--- src/agc_cfg.svh ---
// Guidance computer configuration
// Word and address widths, memory region bounds in octal

`ifndef AGC_CFG_SVH
`define AGC_CFG_SVH

// One's complement data word
`define AGC_WORD_W          15

// Software, fixed memory and erasable memory address widths
`define AGC_SOFT_ADDR_W     12
`define AGC_ROM_ADDR_W      14
`define AGC_RAM_ADDR_W      11

// EB and FB fields are both three bits
`define AGC_BANK_W          3

// Erasable memory, banked window starts here
`define AGC_RAM_BANKED_BASE 'o1400
`define AGC_RAM_BANK_SIZE   'o0400
// Upper half of erasable, selected by the top EB bit
`define AGC_RAM_HIGH_OFFSET 'o2000

// Fixed memory, everything from here up is not erasable
`define AGC_ROM_BASE        'o2000
// Fixed-fixed region, not affected by FB
`define AGC_ROM_FIXED_BASE  'o4000
`define AGC_ROM_BANK_SIZE   'o2000
// Parked ROM address while a read goes to erasable
`define AGC_ROM_IDLE_ADDR   'o2000

`endif
--- src/agc_pkg.sv ---
// Shared types of the guidance computer front end
// Width typedefs, register selector and bundled port structs

`include "agc_cfg.svh"

package agc_pkg;

  // Widths with a meaning
  typedef logic [`AGC_WORD_W-1:0]      word_t;
  typedef logic [`AGC_SOFT_ADDR_W-1:0] soft_addr_t;
  typedef logic [`AGC_ROM_ADDR_W-1:0]  rom_addr_t;
  typedef logic [`AGC_RAM_ADDR_W-1:0]  ram_addr_t;
  typedef logic [`AGC_BANK_W-1:0]      bank_t;

  // Central register selector
  // Codes 13 to 15 are unused and read as zero
  typedef enum logic [3:0] {
    A     = 4'd0,
    L     = 4'd1,
    Q     = 4'd2,
    EB    = 4'd3,
    FB    = 4'd4,
    BB    = 4'd5,
    ZERO  = 4'd6,
    CYR   = 4'd7,
    SR    = 4'd8,
    CYL   = 4'd9,
    SL    = 4'd10,
    TIME1 = 4'd11,
    TIME2 = 4'd12
  } reg_sel_t;

  // One register file write port
  typedef struct packed {
    logic     en;
    reg_sel_t sel;
    word_t    data;
  } reg_write_t;

  // Stored bank bits handed to address translation
  typedef struct packed {
    bank_t eb;
    bank_t fb;
  } bank_bits_t;

  // One translated data read, only one side is live
  typedef struct packed {
    rom_addr_t rom;
    ram_addr_t ram;
  } read_xlat_t;

endpackage

--- src/agc_mem_unit.sv ---
// Register and memory addressing front end of the guidance computer
// Central register file feeding the bank bits to address translation

module agc_mem_unit
  import agc_pkg::*;
(
  input  logic       clk,
  input  logic       rst_l,
  // Register file ports
  input  reg_write_t wr1,
  input  reg_write_t wr2,
  input  reg_sel_t   rs1_sel,
  input  reg_sel_t   rs2_sel,
  output word_t      rs1_data,
  output word_t      rs2_data,
  // Software addresses
  input  soft_addr_t addr_pc,
  input  soft_addr_t addr_r,
  input  soft_addr_t addr_w,
  input  logic       mem_write_req,
  // Physical addresses
  output rom_addr_t  rom_addr_pc,
  output read_xlat_t read_addr,
  output ram_addr_t  ram_addr_w,
  output logic       ram_write_en
);

  // Stored EB and FB, a bank write shows up here after its edge
  bank_bits_t bank_bits;

  central_regs u_regs (
    .clk      (clk),
    .rst_l    (rst_l),
    .wr1      (wr1),
    .wr2      (wr2),
    .rs1_sel  (rs1_sel),
    .rs2_sel  (rs2_sel),
    .rs1_data (rs1_data),
    .rs2_data (rs2_data),
    .banks    (bank_bits)
  );

  addr_translate u_xlat (
    .addr_pc       (addr_pc),
    .addr_r        (addr_r),
    .addr_w        (addr_w),
    .banks         (bank_bits),
    .mem_write_req (mem_write_req),
    .rom_addr_pc   (rom_addr_pc),
    .read_addr     (read_addr),
    .ram_addr_w    (ram_addr_w),
    .ram_write_en  (ram_write_en)
  );

endmodule

--- src/addr_translate.sv ---
// Address translation for instruction fetch, data read and data write
// Read is steered to ROM or RAM, writes outside erasable are blocked

`include "agc_cfg.svh"

module addr_translate
  import agc_pkg::*;
(
  input  soft_addr_t addr_pc,
  input  soft_addr_t addr_r,
  input  soft_addr_t addr_w,
  input  bank_bits_t banks,
  input  logic       mem_write_req,
  output rom_addr_t  rom_addr_pc,
  output read_xlat_t read_addr,
  output ram_addr_t  ram_addr_w,
  output logic       ram_write_en
);

  // Both candidate translations of the read address
  rom_addr_t rd_rom;
  ram_addr_t rd_ram;
  // Read targets fixed memory
  logic      rd_is_rom;
  // Write lands in erasable memory
  logic      wr_is_ram;

  // Instruction fetch always goes to ROM
  rom_bank_map u_rom_pc (
    .addr     (addr_pc),
    .fb       (banks.fb),
    .rom_addr (rom_addr_pc)
  );

  rom_bank_map u_rom_rd (
    .addr     (addr_r),
    .fb       (banks.fb),
    .rom_addr (rd_rom)
  );

  ram_bank_map u_ram_rd (
    .addr     (addr_r),
    .eb       (banks.eb),
    .ram_addr (rd_ram)
  );

  ram_bank_map u_ram_wr (
    .addr     (addr_w),
    .eb       (banks.eb),
    .ram_addr (ram_addr_w)
  );

  assign rd_is_rom = (addr_r >= `AGC_ROM_BASE);

  // Unused side parked at its idle address
  assign read_addr.rom = rd_is_rom ? rd_rom : rom_addr_t'(`AGC_ROM_IDLE_ADDR);
  assign read_addr.ram = rd_is_rom ? '0 : rd_ram;

  // Write protect for everything from ROM base up
  assign wr_is_ram    = (addr_w < `AGC_ROM_BASE);
  assign ram_write_en = wr_is_ram ? mem_write_req : 1'b0;

endmodule

--- src/ram_bank_map.sv ---
// Erasable memory address map
// Software address to 11-bit RAM address through the EB bank

`include "agc_cfg.svh"

module ram_bank_map
  import agc_pkg::*;
(
  input  soft_addr_t addr,
  input  bank_t      eb,
  output ram_addr_t  ram_addr
);

  // Unbanked erasable below the banked window
  logic      is_unbanked;
  ram_addr_t low_addr;
  // Offset from the low EB bits, then the high override
  ram_addr_t bank_off_low;
  ram_addr_t bank_off;

  assign is_unbanked = (addr < `AGC_RAM_BANKED_BASE);
  assign low_addr    = addr[`AGC_RAM_ADDR_W-1:0];

  // Four banks of 0400 words
  always_comb begin
    case (eb[1:0])
      2'd0:    bank_off_low = ram_addr_t'(0);
      2'd1:    bank_off_low = ram_addr_t'(`AGC_RAM_BANK_SIZE * 1);
      2'd2:    bank_off_low = ram_addr_t'(`AGC_RAM_BANK_SIZE * 2);
      default: bank_off_low = ram_addr_t'(`AGC_RAM_BANK_SIZE * 3);
    endcase
  end

  // Top EB bit selects the upper half, low bits ignored then
  assign bank_off = eb[2] ? ram_addr_t'(`AGC_RAM_HIGH_OFFSET) : bank_off_low;

  assign ram_addr = is_unbanked ? low_addr : low_addr + bank_off;

endmodule

--- src/rom_bank_map.sv ---
// Fixed memory address map
// Software address to 14-bit ROM address through the FB bank

`include "agc_cfg.svh"

module rom_bank_map
  import agc_pkg::*;
(
  input  soft_addr_t addr,
  input  bank_t      fb,
  output rom_addr_t  rom_addr
);

  // Fixed-fixed region, FB has no effect there
  logic      is_fixed;
  rom_addr_t fixed_addr;
  // Banked region
  rom_addr_t bank_off;
  rom_addr_t banked_addr;

  assign is_fixed = (addr >= `AGC_ROM_FIXED_BASE);

  // Fixed-fixed sits at the bottom of ROM
  assign fixed_addr = rom_addr_t'(addr) - rom_addr_t'(`AGC_ROM_FIXED_BASE);

  // Bank offset by table, no multiplier
  always_comb begin
    case (fb)
      3'd0:    bank_off = rom_addr_t'(0);
      3'd1:    bank_off = rom_addr_t'(`AGC_ROM_BANK_SIZE * 1);
      3'd2:    bank_off = rom_addr_t'(`AGC_ROM_BANK_SIZE * 2);
      3'd3:    bank_off = rom_addr_t'(`AGC_ROM_BANK_SIZE * 3);
      3'd4:    bank_off = rom_addr_t'(`AGC_ROM_BANK_SIZE * 4);
      3'd5:    bank_off = rom_addr_t'(`AGC_ROM_BANK_SIZE * 5);
      3'd6:    bank_off = rom_addr_t'(`AGC_ROM_BANK_SIZE * 6);
      default: bank_off = rom_addr_t'(`AGC_ROM_BANK_SIZE * 7);
    endcase
  end

  // Banked window placed above the fixed-fixed image
  assign banked_addr = rom_addr_t'(addr) + rom_addr_t'(`AGC_ROM_BASE) + bank_off;

  assign rom_addr = is_fixed ? fixed_addr : banked_addr;

endmodule

--- src/central_regs.sv ---
// Central register file of the guidance computer
// Two write ports, two forwarding read ports, editing and bank registers

module central_regs
  import agc_pkg::*;
(
  input  logic       clk,
  input  logic       rst_l,
  input  reg_write_t wr1,
  input  reg_write_t wr2,
  input  reg_sel_t   rs1_sel,
  input  reg_sel_t   rs2_sel,
  output word_t      rs1_data,
  output word_t      rs2_data,
  output bank_bits_t banks
);

  // Accumulators and return address register
  word_t acc_a;
  word_t acc_l;
  word_t link_q;
  // Editing registers keep the already shifted word
  word_t ed_cyr;
  word_t ed_sr;
  word_t ed_cyl;
  word_t ed_sl;
  // Timers
  word_t time1;
  word_t time2;
  // Single copy of the bank bits, EB FB and BB are views of it
  bank_bits_t bank_q;

  // Write ports in priority order, later entry wins
  reg_write_t wr_port [2];
  // Stored value seen by each selector code
  word_t view [2**$bits(reg_sel_t)];

  assign wr_port[0] = wr1;
  assign wr_port[1] = wr2;

  // Forwarding chain for one read port
  // Port 1 is checked first, then port 2, then storage
  function automatic word_t read_port(reg_sel_t sel, reg_write_t w1, reg_write_t w2,
                                      word_t stored);
    if (w1.en && (w1.sel == sel)) begin
      return w1.data;
    end else if (w2.en && (w2.sel == sel)) begin
      return w2.data;
    end
    return stored;
  endfunction

  always_ff @(posedge clk or negedge rst_l) begin
    if (!rst_l) begin
      acc_a  <= '0;
      acc_l  <= '0;
      link_q <= '0;
      ed_cyr <= '0;
      ed_sr  <= '0;
      ed_cyl <= '0;
      ed_sl  <= '0;
      time1  <= '0;
      time2  <= '0;
      bank_q <= '0;
    end else begin
      // Port 1 then port 2, so port 2 overrides on a clash
      for (int p = 0; p < 2; p++) begin
        if (wr_port[p].en) begin
          case (wr_port[p].sel)
            A:     acc_a  <= wr_port[p].data;
            L:     acc_l  <= wr_port[p].data;
            Q:     link_q <= wr_port[p].data;
            // Only the pertinent bank bits are kept
            EB:    bank_q.eb <= wr_port[p].data[11:9];
            FB:    bank_q.fb <= wr_port[p].data[14:12];
            BB: begin
              bank_q.fb <= wr_port[p].data[14:12];
              bank_q.eb <= wr_port[p].data[11:9];
            end
            // Rotate right one place
            CYR:   ed_cyr <= {wr_port[p].data[0], wr_port[p].data[14:1]};
            // Shift right, sign bit copied
            SR:    ed_sr  <= {wr_port[p].data[14], wr_port[p].data[14:1]};
            // Rotate left one place
            CYL:   ed_cyl <= {wr_port[p].data[13:0], wr_port[p].data[14]};
            // Shift left, zero in
            SL:    ed_sl  <= {wr_port[p].data[13:0], 1'b0};
            TIME1: time1  <= wr_port[p].data;
            TIME2: time2  <= wr_port[p].data;
            // ZERO and unused codes drop the write
            default: ;
          endcase
        end
      end
    end
  end

  // Stored views, bank registers formatted into their word positions
  always_comb begin
    view        = '{default: '0};
    view[A]     = acc_a;
    view[L]     = acc_l;
    view[Q]     = link_q;
    view[EB]    = {3'b000, bank_q.eb, 9'd0};
    view[FB]    = {bank_q.fb, 12'd0};
    view[BB]    = {bank_q.fb, bank_q.eb, 9'd0};
    view[CYR]   = ed_cyr;
    view[SR]    = ed_sr;
    view[CYL]   = ed_cyl;
    view[SL]    = ed_sl;
    view[TIME1] = time1;
    view[TIME2] = time2;
  end

  assign rs1_data = read_port(rs1_sel, wr1, wr2, view[rs1_sel]);
  assign rs2_data = read_port(rs2_sel, wr1, wr2, view[rs2_sel]);

  // Raw bank bits for address translation
  assign banks = bank_q;

endmodule

--- config.mk ---
export PLATFORM = sky130hd
export DESIGN_NAME = agc_mem_unit
export DESIGN_NICKNAME = d
export VERILOG_FILES = /design/src/agc_pkg.sv /design/src/agc_mem_unit.sv /design/src/addr_translate.sv /design/src/ram_bank_map.sv /design/src/rom_bank_map.sv /design/src/central_regs.sv
export VERILOG_INCLUDE_DIRS = /design/src /design/src/src
export SDC_FILE = /design/constraint.sdc
export NUM_CORES = 1
export LEC_CHECK = 0
export ABC_AREA = 1
export BUFFER_PORTS_ARGS = -buffer_cell sky130_fd_sc_hd__clkbuf_2
export CORE_MARGIN = 4
export CORE_UTILIZATION = 44
export DETAILED_ROUTE_END_ITERATION = 16
export PLACE_DENSITY_LB_ADDON = 0.15
export SYNTH_ARGS = -nofsm -noshare
export SYNTH_HDL_FRONTEND = slang
export SYNTH_SLANG_ARGS = --single-unit
--- constraint.sdc ---
create_clock -name clk -period 2.15 [get_ports clk]
set_input_delay 0.215 -clock clk [delete_from_list [all_inputs] [get_ports clk]]
set_output_delay 0.215 -clock clk [all_outputs]
set_load 0.005 [all_outputs]
# --- After elaboration in Yosys (flattened, before gate mapping) ---
# Index checks and enable logic that the tools add are counted.
# Widths: inputs -> output; s select.
word_totals:
  register_bits: 141
  elab_cells: 143
classes:
  magnitude_cmp: 8
  mux: 68
  n_eq_ne: 34
  add_sub_neg: 8
  n_reduce_logical: 12
  bitwise_logic: 2
ops:
  columns: ["cell", "n"]
  rows:
  - ["$mux 15", 46]
  - ["$bmux 15 s4", 2]
  - ["$pmux 13 s7", 1]
  - ["$mux 11", 4]
  - ["$mux 14", 3]
  - ["$eq 4x4->1 const B", 10]
  - ["$pmux 10 s3", 1]
  - ["$add 13x14->14", 2]
  - ["$add 12x11->13 const B", 2]
  - ["$sub 12x12->13 const B", 2]
  - ["$eq 4x3->1 const B", 6]
  - ["$ge 12x12->1 const B", 2]
  - ["$lt 12x10->1 const B", 2]
  - ["$add 11x11->11", 2]
  - ["$eq 4x2->1 const B", 4]
  - ["$eq 4x4->1", 4]
  - ["$ge 12x11->1 const B", 1]
  - ["$lt 12x11->1 const B", 1]
  - ["$mux 3", 4]
  - ["$mux 6", 2]
  - ["$ge 5x5->1 const B", 2]
  - ["$not 4->5", 2]
  - ["$eq 3x3->1 const B", 3]
  - ["$eq 4x1->1 const B", 2]
  - ["other kinds (10)", 22]

# --- Depth between registers and ports, before layout ---
depth:
  depth_word: 6
  mapped_depth: 12
  depth_no_buf: 9

# --- By module ---
# Synthesis repeated with hierarchy kept, for this count alone.
hier_totals:
  cells_unflattened: 1854
  hier_area_um2: 11736.3
by_module_without_submodules:
  columns: ["mod", "n_inst", "area_per_inst_um2", "seq_area_each_um2", "cells_each"]
  rows:
  - ["central_regs", 1, 10759.1, 3528.4, 1677]
  - ["ram_bank_map", 2, 185.2, 0.0, 32]
  - ["rom_bank_map", 2, 182.7, 0.0, 27]
  - ["addr_translate", 1, 241.5, 0.0, 59]

# --- Least setup slack after synthesis ---
# OpenSTA, ideal clock, no wires.
synth_path:
  path_kind: "register to output"
  from: "register, netlist name u_regs.banks[5]"
  to: "output port ram_addr_w[10]"
  stages_incl_launch_ff: 8
  setup_slack_ps: 293
  arrival_ps: 1642
  cell_sequence: "dfrtp_1 > clkbuf_1 > nor2_1 > ha_1 > fa_1 > xnor2_1 > xor2_1 > and2_1"
synth_between:
  elab_chain_len: 3
synth_rtl:
  columns: ["item", "line_no", "source"]
  rows:
  - ["$mux 11", "ram_bank_map.sv:35", "assign bank_off = eb[2] ? ram_addr_t'(`AGC_RAM_HIGH_OFFSET) : bank_off_low;"]
  - ["$add 11x11->11", "ram_bank_map.sv:37", "assign ram_addr = is_unbanked ? low_addr : low_addr + bank_off;"]
  - ["$mux 11", "ram_bank_map.sv:37", null]
  - ["end, declared", "agc_mem_unit.sv:24", "output ram_addr_t ram_addr_w,"]
# No other way between the ends.

==> impl_results.md <==
* Outcome: complete, but fails checks
* Failing checks: setup timing
* Unique masters post-synth at 38
* Place WS at roughly 0.13 ns
* Crit path max-delay cell type: dfrtp_2
* Fraction of layout cells with a size suffix above 1 at 0.170
* Slew @ Worst Pin at ~0.64 ns
* Global-route usage over all layers at 0.368
* Worst Reg-to-Reg Cells at 5
* Initial core utilization at 0.448
* Post-Syn Area at between 10000 and 15000 µm²
* Hold Crit Depth at 3
* RSZ-0062 raised after global routing: yes
* # rows at 58
* Async set-or-reset flop fraction in the synthesized netlist at 1.00
* Routed wire per std cell at 23.6 µm
* Crit path required time at 1.93 ns
* DRC at 0
* Clk sink count at approximately 140
* Total power at slightly above 10000 µW
* Core area at 25300 µm²
* Drt pass-1 iters at 6
* Pleak at 0.00687 µW
* H-Tree Depth at 4
* Antenna fix cells at 0
* Worst Hold Class: input pin to register
* Skew final at 0 ns
* Commonest cells after routing, fill and taps aside: nand2_1, inv_1, o21ai_0
* Flops & latches, synth at 141
* DIE AREA at roughly 28000 µm²
* WL final at roughly 53000 µm
* Vias in the first global route at 12450
* Initial DRC count at 1885
* CTS Root Cell: clkbuf_16
* Clock-pin slew on the worst setup and hold paths at 0.07 ns
* Slew margin rel. at 0.573
* IO Pins at 168
* CTS tree: yes
* Critical Path, Cell by Cell: nor2_4, ha_2, inv_2, fa_2, xor2_1, nor4_1, buf_2
* Die Ht at 168 µm
* Worst EP arrival at approximately 2.1 ns
* CP Capture Type: output pin
* Post-Synthesis Cells at 1807
* Largest net degree at the start of global routing at 49
* CP delay by family, top: adder cells
* CTS Buf Count at 17
* Buffers on Ports at 131
* Routability Congestion at 1.05
* Vias per inst at 5.92
* Cell accounting for the most synthesized area: dfrtp_1
* Setup CP Type: register to output pin
* Remaining Overflow, GRT at 0
* Worst path depth at 7
* Top post-synthesis cells by area: dfrtp_1, nand2_1, o21ai_0
* Number of synthesized flops with an enable pin at 0
* Slew Limit Fails at 0
* Yosys warning total at 0
* Clock latency on the worst-skew pair at ~0.43 ns
* Layout area overhead at 16.6%
* Mean cell area of the mapped netlist at 6.27 µm²
* Pwr Density at 786 nW/µm²
* Worst VDD drop at 573 µV
* Final worst slack at -0.209 ns
* Hpwl dp at 38900 µm
* Setup violations, final at 4
* Die width at 168 µm
* CP bufs+invs at 2
* Syn_nets at 1906
* Via count at around 13000
* Max-Cap Viols at 0
* DRT antenna net count at 0
* Critical path peak fanout at 4
* Final Hold Fails at 0
* Seq/Total Area, Yosys at 0.312
* Min Clock Period, post-route at 2.36 ns
* Top-area cell type share of the netlist area at 0.312
* Fillers at between 2000 and 3000
* Initial antenna violation count at 0
* Clk buf depth at 2
* Post-layout nets at between 2000 and 2500
* Period utilization at 1.10
* Max Clk Rate at ~420 MHz
* Commonest non-fill, non-tap cell in the layout: nand2_1
* First-pass GRT wire length at 79200 µm
* CP peak stage delay at 0.45 ns
* CP startpoint kind: register
* Ys flop type: dfrtp_1
## cell usage after synthesis, types with 2 or more instances
| library cell | count |
|---|---|
| ha_1 | 8 |
| nand4_1 | 46 |
| nor2_2 | 4 |
| buf_4 | 21 |
| buf_1 | 11 |
| nand3_1 | 157 |
| xnor2_2 | 2 |
| dfrtp_1 | 141 |
| nor2_1 | 92 |
| inv_1 | 197 |
| inv_2 | 10 |
| o21ai_1 | 6 |
| nor2_4 | 3 |
| nand2_2 | 2 |
| buf_2 | 30 |
| fa_1 | 4 |
| a21oi_1 | 90 |
| o211ai_1 | 94 |
| clkbuf_1 | 88 |
| nand2_1 | 570 |
| o21ai_0 | 179 |
| a31oi_1 | 19 |
| xor2_1 | 2 |
| buf_6 | 3 |
| nand3_2 | 11 |
| clkinv_1 | 3 |
| nand3b_1 | 2 |
| nand2_4 | 2 |
## stage by stage
step	util	std cells	instance area [µm²]	setup TNS, ns	hold slack [ns]
after floorplan	-	1807	11300	0	-0.0806
after global placement	0.494	2209	12500	0	0.133
after detailed placement	0.494	2209	12500	0	0.131
after CTS	0.521	2247	13200	-0.602	0.0469
after global routing	0.523	2249	13200	-0.950	0.0661
final	0.523	2249	13200	-0.455	0.0544
## state kept, by name, indices dropped and copies added, names as in the netlist
name,count
u_regs.acc_a,15
u_regs.acc_l,15
u_regs.banks,6
u_regs.ed_cyl,15
u_regs.ed_cyr,15
u_regs.ed_sl,15
u_regs.ed_sr,15
u_regs.link_q,15
u_regs.time1,15
u_regs.time2,15
## path summary, 6_finish.rpt
kind	startpoint	end	slack [ns]
setup / recovery	u_regs.banks[5]	read_addr[10]	-0.21
hold / removal	wr2[8]	u_regs.time1[8]	0.05
setup reg to reg	u_regs.banks[5]	u_regs.banks[5]	1.10
hold reg to reg	u_regs.ed_sr[13]	u_regs.ed_sr[13]	0.53
max in group asynchronous	rst_l	u_regs.ed_sl[11]	1.19
min in group asynchronous	rst_l	u_regs.time1[6]	0.24
## repair_timing
action	4_1_cts	5_1_grt
pin swaps	8	11
endpoints found under the setup margin	8	12
buffers inserted	5	2
gates resized for setup	20	15
endpoints found under the hold margin	28	0
hold buffers	1	0
## final cells by class
| class | instances | area (µm²) | area share |
|---|---|---|---|
| clock buffers | 18 | 439 | 0.0333 |
| clock inverters | 14 | 125 | 0.00947 |
| inverters | 210 | 788 | 0.0597 |
| multi-input cells | 1302 | 6400 | 0.484 |
| flip-flops and latches | 141 | 3530 | 0.267 |
| well taps | 330 | 413 | 0.0313 |
| repair buffers | 234 | 1510 | 0.115 |
## logic make-up (layout without fill, tap and decap cells)
kind of cell,Yosys count,after routing,synth area share
XOR/XNOR,5,5,0.00519
adder cells (fa/ha/maj),12,12,0.0159
AO/OA/AOI/OAI,390,390,0.196
buffers and inverters,364,476,0.133
AND/OR/NAND/NOR,895,895,0.339
flip-flops,141,141,0.312
## metal layers
metal	wire [µm]	up-vias	global-route usage
li1	-	6087	-
met1	20600	6170	0.480
met2	23400	855	0.582
met3	5410	193	0.0664
met4	3600	0	0.197
met5	0	-	0
## power breakdown
part           switching (µW)  internal [µW]  total, µW
registers                 428           3310       3740
clock network            1400           1560       2960
logic                    2320           1360       3690
## worst reg2reg max path, cell delays in order, from the launching register on
cell	delay, ns
dfrtp_2	0.45
buf_4	0.17
inv_1	0.08
nand2_1	0.06
nand3_1	0.06
o21ai_0	0.10
Power figures use the tool's default switching activity.
